**src/design/rate_pkg.sv**
```systemverilog
package rate_pkg;

  // ==============================
  // Sample-rate divisor
  // ==============================

  localparam int div_w = 16;

  // About 7.2 kHz from the 50 MHz clock
  localparam logic [div_w-1:0] default_divisor = 16'd6944;

  // Change per speed event, in clock cycles
  localparam logic [div_w-1:0] divisor_step = 16'd100;

  // Fastest and slowest allowed rates
  localparam logic [div_w-1:0] min_divisor = 16'd1000;
  localparam logic [div_w-1:0] max_divisor = 16'd60000;

endpackage

```
**src/design/narrator_pkg.sv**
```systemverilog
package narrator_pkg;

  // ==============================
  // Flash word and sample widths
  // ==============================

  // One flash word holds four 8-bit samples
  localparam int word_w = 32;

  // Flash is addressed in whole words
  localparam int addr_w = 23;

  localparam int sample_w = 8;
  localparam int bytes_per_word = 4;

  // Byte position within a word
  localparam int byte_idx_w = 2;

  // ==============================
  // Phoneme address table
  // ==============================

  localparam int phoneme_w = 8;
  localparam int phoneme_count = 8;

  // First word of each phoneme
  localparam logic [addr_w-1:0] phoneme_start [phoneme_count] = '{
    23'h00_0100,
    23'h00_0200,
    23'h00_0300,
    23'h00_0400,
    23'h00_0500,
    23'h00_0600,
    23'h00_0700,
    23'h00_0800
  };

  // Last word of each phoneme, inclusive
  // Lengths run 3, 2, 1 words and repeat
  localparam logic [addr_w-1:0] phoneme_end [phoneme_count] = '{
    23'h00_0102,
    23'h00_0201,
    23'h00_0300,
    23'h00_0402,
    23'h00_0501,
    23'h00_0600,
    23'h00_0702,
    23'h00_0801
  };

  // Selects at or above phoneme_count play as silence

endpackage
```
**src/design/word_fetch_if.sv**
```systemverilog
`timescale 1ns/1ps

interface word_fetch_if;

  // Request side, one pulse per word
  logic                             req;
  logic [narrator_pkg::addr_w-1:0]  addr;

  // Returned word, valid with word_valid
  logic [narrator_pkg::word_w-1:0]  word;
  logic                             word_valid;

  modport requester (
    output req,
    output addr,
    input  word_valid
  );

  modport reader (
    input  req,
    input  addr,
    output word,
    output word_valid
  );

  modport sink (
    input  word,
    input  word_valid
  );

endinterface

```
**src/design/phoneme_narrator.sv**
```systemverilog
`timescale 1ns/1ps

module phoneme_narrator (
  input  logic                                CLK_50M,
  input  logic                                arst_n,
  input  logic                                play,
  input  logic [narrator_pkg::phoneme_w-1:0]  phoneme_sel,
  input  logic                                speed_up,
  input  logic                                speed_down,
  input  logic                                speed_rst,
  output logic                                flash_read,
  output logic [narrator_pkg::addr_w-1:0]     flash_address,
  input  logic                                flash_waitrequest,
  input  logic [narrator_pkg::word_w-1:0]     flash_readdata,
  input  logic                                flash_readdatavalid,
  output logic [narrator_pkg::sample_w-1:0]   sample_out,
  output logic                                sample_valid,
  output logic                                busy,
  output logic                                done,
  output logic [rate_pkg::div_w-1:0]          rate_divisor
);

  logic tick;
  logic advance;
  logic byte_last;

  // Word requests and returned words
  word_fetch_if fetch_bus ();

  // ==============================
  // Flash side
  // ==============================

  flash_reader u_flash_reader (
    .CLK_50M             (CLK_50M),
    .arst_n              (arst_n),
    .fetch               (fetch_bus.reader),
    .flash_read          (flash_read),
    .flash_address       (flash_address),
    .flash_waitrequest   (flash_waitrequest),
    .flash_readdata      (flash_readdata),
    .flash_readdatavalid (flash_readdatavalid)
  );

  sample_unpacker u_sample_unpacker (
    .CLK_50M      (CLK_50M),
    .arst_n       (arst_n),
    .fetch        (fetch_bus.sink),
    .advance      (advance),
    .byte_last    (byte_last),
    .sample_out   (sample_out),
    .sample_valid (sample_valid)
  );

  // ==============================
  // Rate and control
  // ==============================

  sample_rate_timer u_sample_rate_timer (
    .CLK_50M    (CLK_50M),
    .arst_n     (arst_n),
    .speed_up   (speed_up),
    .speed_down (speed_down),
    .speed_rst  (speed_rst),
    .tick       (tick),
    .divisor    (rate_divisor)
  );

  playback_fsm u_playback_fsm (
    .CLK_50M     (CLK_50M),
    .arst_n      (arst_n),
    .play        (play),
    .phoneme_sel (phoneme_sel),
    .tick        (tick),
    .fetch       (fetch_bus.requester),
    .advance     (advance),
    .byte_last   (byte_last),
    .busy        (busy),
    .done        (done)
  );

endmodule

```
**src/design/playback_fsm.sv**
```systemverilog
`timescale 1ns/1ps

module playback_fsm (
  input  logic                                CLK_50M,
  input  logic                                arst_n,
  input  logic                                play,
  input  logic [narrator_pkg::phoneme_w-1:0]  phoneme_sel,
  input  logic                                tick,
  word_fetch_if.requester                     fetch,
  output logic                                advance,
  input  logic                                byte_last,
  output logic                                busy,
  output logic                                done
);

  enum logic [2:0] {
    st_idle,
    st_fetch,
    st_wait_word,
    st_play_bytes,
    st_finish
  } state;

  logic [narrator_pkg::addr_w-1:0]                 cur_addr;
  logic [narrator_pkg::addr_w-1:0]                 end_addr;
  logic [$clog2(narrator_pkg::phoneme_count)-1:0]  sel_idx;
  logic                                            silent;
  logic                                            start_play;
  logic                                            word_done;
  logic                                            last_word;

  // Table lookup, out of range selects are silence
  assign sel_idx = phoneme_sel[$clog2(narrator_pkg::phoneme_count)-1:0];
  assign silent  = (int'(phoneme_sel) >= narrator_pkg::phoneme_count);

  assign start_play = (state == st_idle) && play;
  assign last_word  = (cur_addr == end_addr);

  // Ticks outside play_bytes are dropped
  assign advance   = (state == st_play_bytes) && tick;
  assign word_done = advance && byte_last;

  assign fetch.req  = (state == st_fetch);
  assign fetch.addr = cur_addr;

  assign busy = (state != st_idle);
  assign done = (state == st_finish);

  // ==============================
  // State sequencing
  // ==============================

  always_ff @(posedge CLK_50M or negedge arst_n)
  begin
    if (!arst_n)
    begin
      state <= st_idle;
    end
    else
    begin
      case (state)
        st_idle:
        begin
          if (play)
            state <= silent ? st_finish : st_fetch;
        end
        st_fetch:
        begin
          state <= st_wait_word;
        end
        st_wait_word:
        begin
          if (fetch.word_valid)
            state <= st_play_bytes;
        end
        st_play_bytes:
        begin
          // Top byte sent, either next word or finished
          if (word_done)
            state <= last_word ? st_finish : st_fetch;
        end
        default:
        begin
          state <= st_idle;
        end
      endcase
    end
  end

  // Word address walk from start to end
  always_ff @(posedge CLK_50M)
  begin
    if (start_play)
    begin
      cur_addr <= narrator_pkg::phoneme_start[sel_idx];
      end_addr <= narrator_pkg::phoneme_end[sel_idx];
    end
    else if (word_done && !last_word)
    begin
      cur_addr <= cur_addr + 1'b1;
    end
  end

  // One outstanding fetch at a time, its word only returns while awaited
  a_word_in_wait: assert property (@(posedge CLK_50M) disable iff (!arst_n)
    fetch.word_valid |-> state == st_wait_word);

endmodule

```
**src/design/sample_rate_timer.sv**
```systemverilog
`timescale 1ns/1ps

module sample_rate_timer (
  input  logic                          CLK_50M,
  input  logic                          arst_n,
  input  logic                          speed_up,
  input  logic                          speed_down,
  input  logic                          speed_rst,
  output logic                          tick,
  output logic [rate_pkg::div_w-1:0]    divisor
);

  logic [rate_pkg::div_w-1:0] divisor_next;
  logic [rate_pkg::div_w-1:0] count;
  logic                       speed_event;

  assign speed_event = speed_up || speed_down || speed_rst;

  // ==============================
  // Saturating divisor update
  // ==============================

  always_comb
  begin
    divisor_next = divisor;
    if (speed_rst)
    begin
      divisor_next = rate_pkg::default_divisor;
    end
    else if (speed_up)
    begin
      // Smaller divisor plays faster
      if (divisor < rate_pkg::min_divisor + rate_pkg::divisor_step)
        divisor_next = rate_pkg::min_divisor;
      else
        divisor_next = divisor - rate_pkg::divisor_step;
    end
    else if (speed_down)
    begin
      if (divisor > rate_pkg::max_divisor - rate_pkg::divisor_step)
        divisor_next = rate_pkg::max_divisor;
      else
        divisor_next = divisor + rate_pkg::divisor_step;
    end
  end

  // Down counter, one tick per divisor cycles
  always_ff @(posedge CLK_50M or negedge arst_n)
  begin
    if (!arst_n)
    begin
      divisor <= rate_pkg::default_divisor;
      count   <= rate_pkg::default_divisor - 1'b1;
      tick    <= 1'b0;
    end
    else if (speed_event)
    begin
      // New rate restarts the period
      divisor <= divisor_next;
      count   <= divisor_next - 1'b1;
      tick    <= 1'b0;
    end
    else if (count == '0)
    begin
      count <= divisor - 1'b1;
      tick  <= 1'b1;
    end
    else
    begin
      count <= count - 1'b1;
      tick  <= 1'b0;
    end
  end

  a_divisor_range: assert property (@(posedge CLK_50M) disable iff (!arst_n)
    divisor >= rate_pkg::min_divisor && divisor <= rate_pkg::max_divisor);

endmodule

```
**src/design/sample_unpacker.sv**
```systemverilog
`timescale 1ns/1ps

module sample_unpacker (
  input  logic                               CLK_50M,
  input  logic                               arst_n,
  word_fetch_if.sink                         fetch,
  input  logic                               advance,
  output logic                               byte_last,
  output logic [narrator_pkg::sample_w-1:0]  sample_out,
  output logic                               sample_valid
);

  logic [narrator_pkg::word_w-1:0]      word_q;
  logic [narrator_pkg::byte_idx_w-1:0]  byte_idx;

  // Index sits on the top byte of the word
  assign byte_last = (byte_idx == narrator_pkg::byte_idx_w'(narrator_pkg::bytes_per_word - 1));

  // ==============================
  // Byte index and valid strobe
  // ==============================

  always_ff @(posedge CLK_50M or negedge arst_n)
  begin
    if (!arst_n)
    begin
      byte_idx     <= '0;
      sample_valid <= 1'b0;
    end
    else
    begin
      sample_valid <= advance;
      if (fetch.word_valid)
      begin
        byte_idx <= '0;
      end
      else if (advance)
      begin
        byte_idx <= byte_idx + 1'b1;
      end
    end
  end

  // Word store and byte select, least significant first
  always_ff @(posedge CLK_50M)
  begin
    if (fetch.word_valid)
    begin
      word_q <= fetch.word;
    end
    if (advance)
    begin
      sample_out <= word_q[byte_idx*narrator_pkg::sample_w +: narrator_pkg::sample_w];
    end
  end

  // FSM only advances once the word has landed
  a_no_advance_on_load: assert property (@(posedge CLK_50M) disable iff (!arst_n)
    !(advance && fetch.word_valid));

endmodule

```
**src/design/flash_reader.sv**
```systemverilog
`timescale 1ns/1ps

module flash_reader (
  input  logic                             CLK_50M,
  input  logic                             arst_n,
  word_fetch_if.reader                     fetch,
  output logic                             flash_read,
  output logic [narrator_pkg::addr_w-1:0]  flash_address,
  input  logic                             flash_waitrequest,
  input  logic [narrator_pkg::word_w-1:0]  flash_readdata,
  input  logic                             flash_readdatavalid
);

  // Read issued, data not yet returned
  logic pending;

  // ==============================
  // Bus handshake
  // ==============================

  always_ff @(posedge CLK_50M or negedge arst_n)
  begin
    if (!arst_n)
    begin
      flash_read       <= 1'b0;
      pending          <= 1'b0;
      fetch.word_valid <= 1'b0;
    end
    else
    begin
      fetch.word_valid <= 1'b0;
      if (fetch.req)
      begin
        flash_read <= 1'b1;
        pending    <= 1'b1;
      end
      // Held through waitrequest, dropped once accepted
      else if (flash_read && !flash_waitrequest)
      begin
        flash_read <= 1'b0;
      end
      if (pending && flash_readdatavalid)
      begin
        pending          <= 1'b0;
        fetch.word_valid <= 1'b1;
      end
    end
  end

  // Address and returned word
  always_ff @(posedge CLK_50M)
  begin
    if (fetch.req)
    begin
      flash_address <= fetch.addr;
    end
    if (pending && flash_readdatavalid)
    begin
      fetch.word <= flash_readdata;
    end
  end

  // A stalled read keeps its address and stays asserted
  a_addr_stable: assert property (@(posedge CLK_50M) disable iff (!arst_n)
    flash_read && flash_waitrequest |=> flash_read && $stable(flash_address));

endmodule

```
**config.mk**
```make
export PLATFORM = sky130hd
export DESIGN_NAME = phoneme_narrator
export DESIGN_NICKNAME = d
export VERILOG_FILES = /design/src/design/rate_pkg.sv /design/src/design/narrator_pkg.sv /design/src/design/word_fetch_if.sv /design/src/design/phoneme_narrator.sv /design/src/design/playback_fsm.sv /design/src/design/sample_rate_timer.sv /design/src/design/sample_unpacker.sv /design/src/design/flash_reader.sv
export SDC_FILE = /design/constraint.sdc
export NUM_CORES = 1
export LEC_CHECK = 0
export ABC_AREA = 1
export BUFFER_PORTS_ARGS = -buffer_cell sky130_fd_sc_hd__buf_2
export CELL_PAD_IN_SITES_DETAIL_PLACEMENT = 0
export CELL_PAD_IN_SITES_GLOBAL_PLACEMENT = 2
export CORE_ASPECT_RATIO = 1.4
export CORE_MARGIN = 5
export CORE_UTILIZATION = 39
export DETAILED_ROUTE_END_ITERATION = 12
export PLACE_DENSITY_LB_ADDON = 0.1
export SYNTH_ARGS = -nofsm -noshare
export SYNTH_HDL_FRONTEND = slang
export SYNTH_SLANG_ARGS = --single-unit
export TNS_END_PERCENT = 30
```
**constraint.sdc**
```tcl
create_clock -name CLK_50M -period 5.05 [get_ports CLK_50M]
set_input_delay 1.515 -clock CLK_50M [delete_from_list [all_inputs] [get_ports CLK_50M]]
set_output_delay 1.515 -clock CLK_50M [all_outputs]
set_load 0.02 [all_outputs]
```
==> impl_metrics.ini, run 1 <==
[status]
outcome = finished clean

[yosys]
yosysSeqAreaShare_pct = 56.9
synth_area_per_cell_um2 = 9.35
synth_top_cell_by_area = edfxtp_1
synth_commonest_cells = nand2_1, edfxtp_1, nor2_1, inv_1, nand3_1
yosysWarnings = 0
async_flop_share_pct = 25.3
synthTopCellsByArea = edfxtp_1, nand2_1, dfrtp_1
synth.most_common_cell = nand2_1
synth_nets = 958
synth_top_area_share_pct = 44.2
ys_seq_elements = 166
synthCells = 900
synth_ff_type = edfxtp_1
synth_cell_type_count = 46
synth_edf_count = 124
synth_area_um2 = 8420

[timing]
fin_crit_ns = 3.28
hold_viol_final = 0
tightestPinTransition_ns = 1.06
max_freq_mhz = 305
setup_tns_ns = 0
final-setup-viol-count = 0
rsz0062_at_grt = no
setup_ws_ns = 1.77
finalClockSkew_ns = 0.0149
slew_headroom_pct = 29.1
maxSlewViolCount = 0
layout_worst_path_cycle_share_pct = 64.9

[cells_and_area]
regArea_um2 = 4790
nets = 1061
fillers = 2091
layout-drive-gt1-share_pct = 19.9
syn2layout_area_growth_pct = 15.5
multi_input_area_um2 = 3100

[drt]
viasPerCell = 4.96
route.detailed.drc = 0
dr_total_vias = 6340
drtPass1Iterations = 5
ant_nets = 0
routedWlPerCell_um = 17.2
wirelength_um = 22000
drt_iter0_drc = 319

[clock_tree]
htreeDepth = 4
clk_path_buf_depth = 2
cts_resized = 0
cts_buffers = 17
cts_hold_buf = 0
cts_tree = yes
clock-sinks = 166
cts_root_buffer = clkbuf_16
clk_latency_ns = 0.43
clkTransAtPathRegs_ns = 0.07
cts_setup_buffers = 0

[global_route]
antenna_found_initial = 1
grt_pass1_vias = 6398
grt_pass1_wl_um = 34700
grt_use_total_pct = 18.3
overflow = 0
grt_max_degree = 35

[worst_setup_path]
arrival_ns = 3.61
crit_path_end_kind = flip-flop
slowest_stage = nor3_4
worstReg2RegEnd = u_sample_rate_timer.count[10]$_DFF_PN0_
worstPathRequired_ns = 5.39
r2r_start = u_sample_rate_timer.divisor[7]$_DFFE_PN0N_
rrSetupSlack_ns = 1.91
reg2reg_depth = 18
worstPathCellList = buf_2, nor3_4, nor2_4, nand3_1, nor2_1, nor2_4, ha_1, inv_1, nor3_2, nand2_2, inv_2, nand3_1, nand2_1, inv_1
path_max_fanout = 12
critPathMaxStageDelay_ns = 0.50
crit_type = primary input to flip-flop
crit_path_start_kind = primary input

[floorplan]
ioPinCount = 99
core_um2 = 21200
start_util_pct = 39.7
die_area_um2 = 24700
die-height_um = 184
fp.dieW_um = 134
rows = 63

[pwr]
total_power_w = 0.00335
power.leakage_nw = 4.15
ir_drop_mv = 0.228
p_per_area_nw_per_um2 = 345

[min_path]
worstHoldPathCells = 0
hold_start = u_flash_reader.fetch.word[14]$_DFFE_PP_
holdPathEnd = u_sample_unpacker.word_q[14]$_DFFE_PP_
hp-class = flip-flop to flip-flop

[placed_design]
io_buffer_count = 98
dp_slack_ns = 1.30
routabilityCongestion = 0.842
hpwlAfterDp_um = 16800

[run]
cap_viol_max_count = 0
-- routing by layer --
| metal | global-route usage (%) | part of all wire, % | vias to the layer above |
|---|---|---|---|
| li1 | - | - | 3226 |
| met1 | 19.8 | 39 | 2954 |
| met2 | 34.9 | 55 | 120 |
| met3 | 2.77 | 2.8 | 40 |
| met4 | 8.23 | 3.1 | 0 |
| met5 | 0 | 0 | - |
-- critical path, delay by kind of cell --
kind	cells	cell delay [ns]
fa+ha+maj	1	0.20
simple gates	9	1.49
buf+inv	4	0.40
-- cells by family (layout without fill, tap and decap cells) --
logic type,after synthesis,in the layout,share of synthesized area (%)
other cells,0,1,0
fa+ha+maj,10,10,1.49
flops,166,166,56.9
simple gates,456,456,24.7
buf+inv,126,242,6.36
compound gates,116,116,7.77
xor+xnor,26,26,2.71
-- through the flow --
step / utilization (%) / hold WS, ns / cells / instance area (um2)
3_3_place_gp: 43.2 / 0.402 / 1244 / 9150
6_report: 45.8 / 0.411 / 1277 / 9720
4_1_cts: 45.8 / 0.413 / 1276 / 9720
2_1_floorplan: - / 0.400 / 900 / 8420
5_1_grt: 45.8 / 0.420 / 1277 / 9720
3_5_place_dp: 43.2 / 0.405 / 1244 / 9150
-- sequential cells by signal (all words and copies together), names as in the netlist, 6 cells and up --
name                          cells
u_sample_rate_timer.divisor      16
u_flash_reader.fetch.word        32
u_playback_fsm.end_addr           6
u_sample_unpacker.sample_out      8
u_flash_reader.flash_address     23
u_sample_rate_timer.count        16
u_sample_unpacker.word_q         32
u_playback_fsm.fetch.addr        23
-- power breakdown --
| part | switching, W | total (W) | leakage, nW | internal, W |
|---|---|---|---|---|
| Combinational | 0.000327 | 0.000477 | 2.36 | 0.000150 |
| Sequential | 0.0000634 | 0.00163 | 1.51 | 0.00157 |
| Clock | 0.000557 | 0.00125 | 0.276 | 0.000690 |
| Total | 0.000947 | 0.00335 | 4.15 | 0.00241 |
-- how the worst max path moves through the flow --
stage,depth (start not counted),end,slack [ns],from
finish,14,u_sample_rate_timer.count[10]$_DFF_PN0_,1.77,speed_rst
global placement,14,u_sample_rate_timer.count[10]$_DFF_PN0_,1.31,speed_rst
floorplan,14,u_sample_rate_timer.count[10]$_DFF_PN0_,1.79,speed_up
detailed placement,14,u_sample_rate_timer.count[10]$_DFF_PN0_,1.30,speed_rst
global route,14,u_sample_rate_timer.count[10]$_DFF_PN0_,1.60,speed_rst
CTS,14,u_sample_rate_timer.count[10]$_DFF_PN0_,1.75,speed_rst
-- cells in the final DEF (no fill, tap or decap), drive strengths merged --
| cell type | count |
|---|---|
| dfrtp | 28 |
| edfxtp | 124 |
| a21oi | 22 |
| or2 | 1 |
| a31oi | 1 |
| dfstp | 14 |
| or3 | 1 |
| clkbuf | 18 |
| nor3b | 6 |
| bufinv | 1 |
| o31ai | 1 |
| xnor2 | 4 |
| diode | 1 |
| xor2 | 22 |
| o22ai | 10 |
| nor3 | 14 |
| o21bai | 3 |
| nor2 | 137 |
| clkinvlp | 1 |
| a211oi | 3 |
| a32oi | 1 |
| a2111oi | 1 |
| o211ai | 1 |
| inv | 111 |
| nor4 | 5 |
| nand3b | 3 |
| nand2 | 198 |
| buf | 106 |
| clkinv | 5 |
| nand3 | 72 |
| o21ai | 69 |
| ha | 10 |
| nand4 | 19 |
| o21a | 4 |
-- final cells by class --
class	instances	share of cell area, %
diodes	1	0.0257
well taps	260	3.35
repair buffers	106	5.66
inverters	104	4.02
multi-input cells	608	31.8
clock inverters	14	1.40
clock buffers	18	4.41
flip-flops and latches	166	49.3
Power figures use the tool's default switching activity.
==> inputs of run 2 (changes only) <==
--- a/config.mk
+++ b/config.mk
@@ -5,13 +5,13 @@
 export SDC_FILE = /design/constraint.sdc
 export NUM_CORES = 1
 export LEC_CHECK = 0
-export ABC_AREA = 1
+export ABC_AREA = 0
 export BUFFER_PORTS_ARGS = -buffer_cell sky130_fd_sc_hd__buf_2
 export CELL_PAD_IN_SITES_DETAIL_PLACEMENT = 0
 export CELL_PAD_IN_SITES_GLOBAL_PLACEMENT = 2
 export CORE_ASPECT_RATIO = 1.4
 export CORE_MARGIN = 5
-export CORE_UTILIZATION = 39
+export CORE_UTILIZATION = 35
 export DETAILED_ROUTE_END_ITERATION = 12
 export PLACE_DENSITY_LB_ADDON = 0.1
 export SYNTH_ARGS = -nofsm -noshare
==> constraint.sdc (replaced) <==
create_clock -name CLK_50M -period 3 [get_ports CLK_50M]
set_input_delay 0.9 -clock CLK_50M [delete_from_list [all_inputs] [get_ports CLK_50M]]
set_output_delay 0.9 -clock CLK_50M [all_outputs]
set_load 0.02 [all_outputs]
==> impl_metrics.ini, run 2 <==
[worst_setup_path]
path_common_cell = nand2_4
path_max_fanout = 4
crit_path_start_kind = flip-flop
worstPathRequired_ns = 3.30
crit_type = flip-flop to flip-flop
cp_top_family = simple AND/OR/NAND/NOR gates
crit_path_end_kind = flip-flop
startpoint = u_sample_rate_timer.divisor[2]$_DFFE_PN0N_
slowest_stage = or4_4
worstPathCellList = ha_4, nand2_4, or4_4, nand2_4, a211oi_4, o21a_1, a22oi_2, ha_2, nand2_2, o21ai_2, or4b_4, nor2b_4, nand4_1, xnor2_1
arrival_ns = 3.34
critPathMaxStageDelay_ns = 0.54
r2r_start = u_sample_rate_timer.divisor[2]$_DFFE_PN0N_
path_buf_inv = 0

[drt]
ant_nets = 0
route.detailed.drc = 0
dr_total_vias = 5622
drt_iter0_drc = 320
drtPass1Iterations = 4
routedWlPerCell_um = 17.4
viasPerCell = 4.92
wirelength_um = 19800

[cells_and_area]
mostFrequentLayoutCells = edfxtp_1, buf_4, buf_2
syn2layout_area_growth_pct = 32.2
layout-drive-gt1-share_pct = 37.9
top_regs = u_flash_reader.fetch.word x32, u_sample_unpacker.word_q x32
antenna_cells = 0
layout_commonest_cell = edfxtp_1
final_area_um2 = 10100
nets = 891
post-route-util_pct = 46.7

[yosys]
synth_fa_ha_area_share_pct = 1.63
synth_area_per_cell_um2 = 12.3
yosysSeqAreaShare_pct = 62.5
synth_top_family_by_area = simple AND/OR/NAND/NOR gates
synth_area_um2 = 7670
synth-simple-area-share_pct = 15.7
yosysWarnings = 0
synth_commonest_cells = edfxtp_1, nor2_1, nand2_1, a21oi_1, xor2_1
synth_compound_area_share_pct = 8.33
synth.most_common_cell = edfxtp_1
synth_nets = 682
synth.mux.area_fraction_pct = 3.13
synthCells = 624
async_flop_share_pct = 25.3
synthTopCellsByArea = edfxtp_1, dfrtp_1, dfstp_2
ys_seq_elements = 166
synth_cell_type_count = 66
synth_ff_type = edfxtp_1
synth_edf_count = 124
synth_xor_area_share_pct = 6.17
synth_top_cell_by_area = edfxtp_1
synth_top_area_share_pct = 48.5

[global_route]
overflow = 0
grt_use_total_pct = 16.2
grt_pass1_wl_um = 30900
antenna_found_initial = 0
grt_max_degree = 35
grt_pass1_vias = 5880

[timing]
setup_ws_ns = -0.0433
hold_viol_final = 0
rsz0062_at_grt = yes
finalClockSkew_ns = 0.0158
maxSlewViolCount = 0
slew_headroom_pct = 61.5
fin_crit_ns = 3.04
max_freq_mhz = 329
hold_ws_ns = 0.418
tightestPinTransition_ns = 0.577
final-setup-viol-count = 1
layout_worst_path_cycle_share_pct = 101

[clock_tree]
cts_buffers = 17
clk_path_buf_depth = 2
htreeDepth = 4
cts_tree = yes
cts_root_buffer = clkbuf_16
cts_hold_buf = 0
clkTransAtPathRegs_ns = 0.07
clock-sinks = 166
clk_latency_ns = 0.43

[status]
outcome = finished with violations
violations = negative setup slack

[floorplan]
die_area_um2 = 25000
core_um2 = 21700
start_util_pct = 35.3
rows = 64
die-height_um = 185
fp.dieW_um = 135
ioPinCount = 99

[run]
cap_viol_max_count = 0

[min_path]
hold_start = u_flash_reader.fetch.word[28]$_DFFE_PP_
hp-class = flip-flop to flip-flop

[pwr]
power.leakage_nw = 3.96
ir_drop_mv = 0.360
p_per_area_nw_per_um2 = 696

[placed_design]
io_buffer_count = 98
hpwlAfterDp_um = 14700
routabilityCongestion = 0.876
place_area_um2 = 9270
dp_slack_ns = -0.210
run 2: timing repair:
action                                  CTS  global route
endpoints found under the setup margin    4             9
resized for setup                         6            23
buffers inserted                         10             5
pin swaps                                 8            13
run 2: path summary, 6_finish.rpt:
| path | to | slack [ns] | cells past startpoint |
|---|---|---|---|
| worst max register to register | u_sample_rate_timer.count[14]$_DFF_PN0_ | -0.04 | 14 |
| worst max-delay path | u_sample_rate_timer.count[14]$_DFF_PN0_ | -0.04 | 14 |
| worst min register to register | u_sample_unpacker.word_q[28]$_DFFE_PP_ | 0.42 | 0 |
| worst min-delay path | u_sample_unpacker.word_q[28]$_DFFE_PP_ | 0.42 | 0 |
| max in group asynchronous | u_sample_rate_timer.count[8]$_DFF_PN1_ | 1.85 | 2 |
| min in group asynchronous | u_sample_rate_timer.divisor[4]$_DFFE_PN0N_ | 0.46 | 1 |
run 2: per-stage QoR:
step                      power [W]  std cells  TNS (ns)
after floorplan             0.00417        624    -0.302
after global placement      0.00476       1096    -0.674
after detailed placement    0.00479       1096    -0.842
after CTS                   0.00712       1138   -0.0737
after global routing        0.00742       1143    -0.702
final                       0.00706       1143   -0.0433
run 2: final cells by class:
class                           instances  area (um2)
Clock inverter                         15         193
Multi-Input combinational cell        411        2860
Clock buffer                           17         425
Tap cell                              297         372
Timing Repair Buffer                  222        1440
Sequential cell                       166        4800
Inverter                               15        56.3
Fill cell                            2037       11600
run 2: power by group:
group | switching, W | total (W) | leakage [nW] | internal [W]
combinational | 0.000844 | 0.00145 | 2.00 | 0.000602
clock | 0.000954 | 0.00229 | 0.303 | 0.00133
sequential | 0.000303 | 0.00332 | 1.65 | 0.00302
run 2: cell families (layout without fill, tap and decap cells):
family	Yosys count	count (layout)
and+or+nand+nor	236	236
muxes	14	14
buffers and inverters	47	269
adders and majority gates	10	10
xor gates and xnor gates	54	54
DFF	166	166
AOI/OAI and AO/OA	97	97
run 2: worst reg2reg max path, stage by stage, from the launching register on:
cell,delay [ns]
dfrtp_2,0.39
ha_4,0.17
nand2_4,0.06
or4_4,0.54
nand2_4,0.09
a211oi_4,0.06
o21a_1,0.16
a22oi_2,0.16
ha_2,0.23
nand2_2,0.05
o21ai_2,0.12
or4b_4,0.52
nor2b_4,0.14
nand4_1,0.10
xnor2_1,0.14
run 2: layer usage:
layer	global-route usage [%]	wire length, um	up-vias
li1	-	-	2699
met1	18.2	7690	2781
met2	29.8	11100	117
met3	3.21	684	25
met4	6.41	410	0
met5	0	0	-
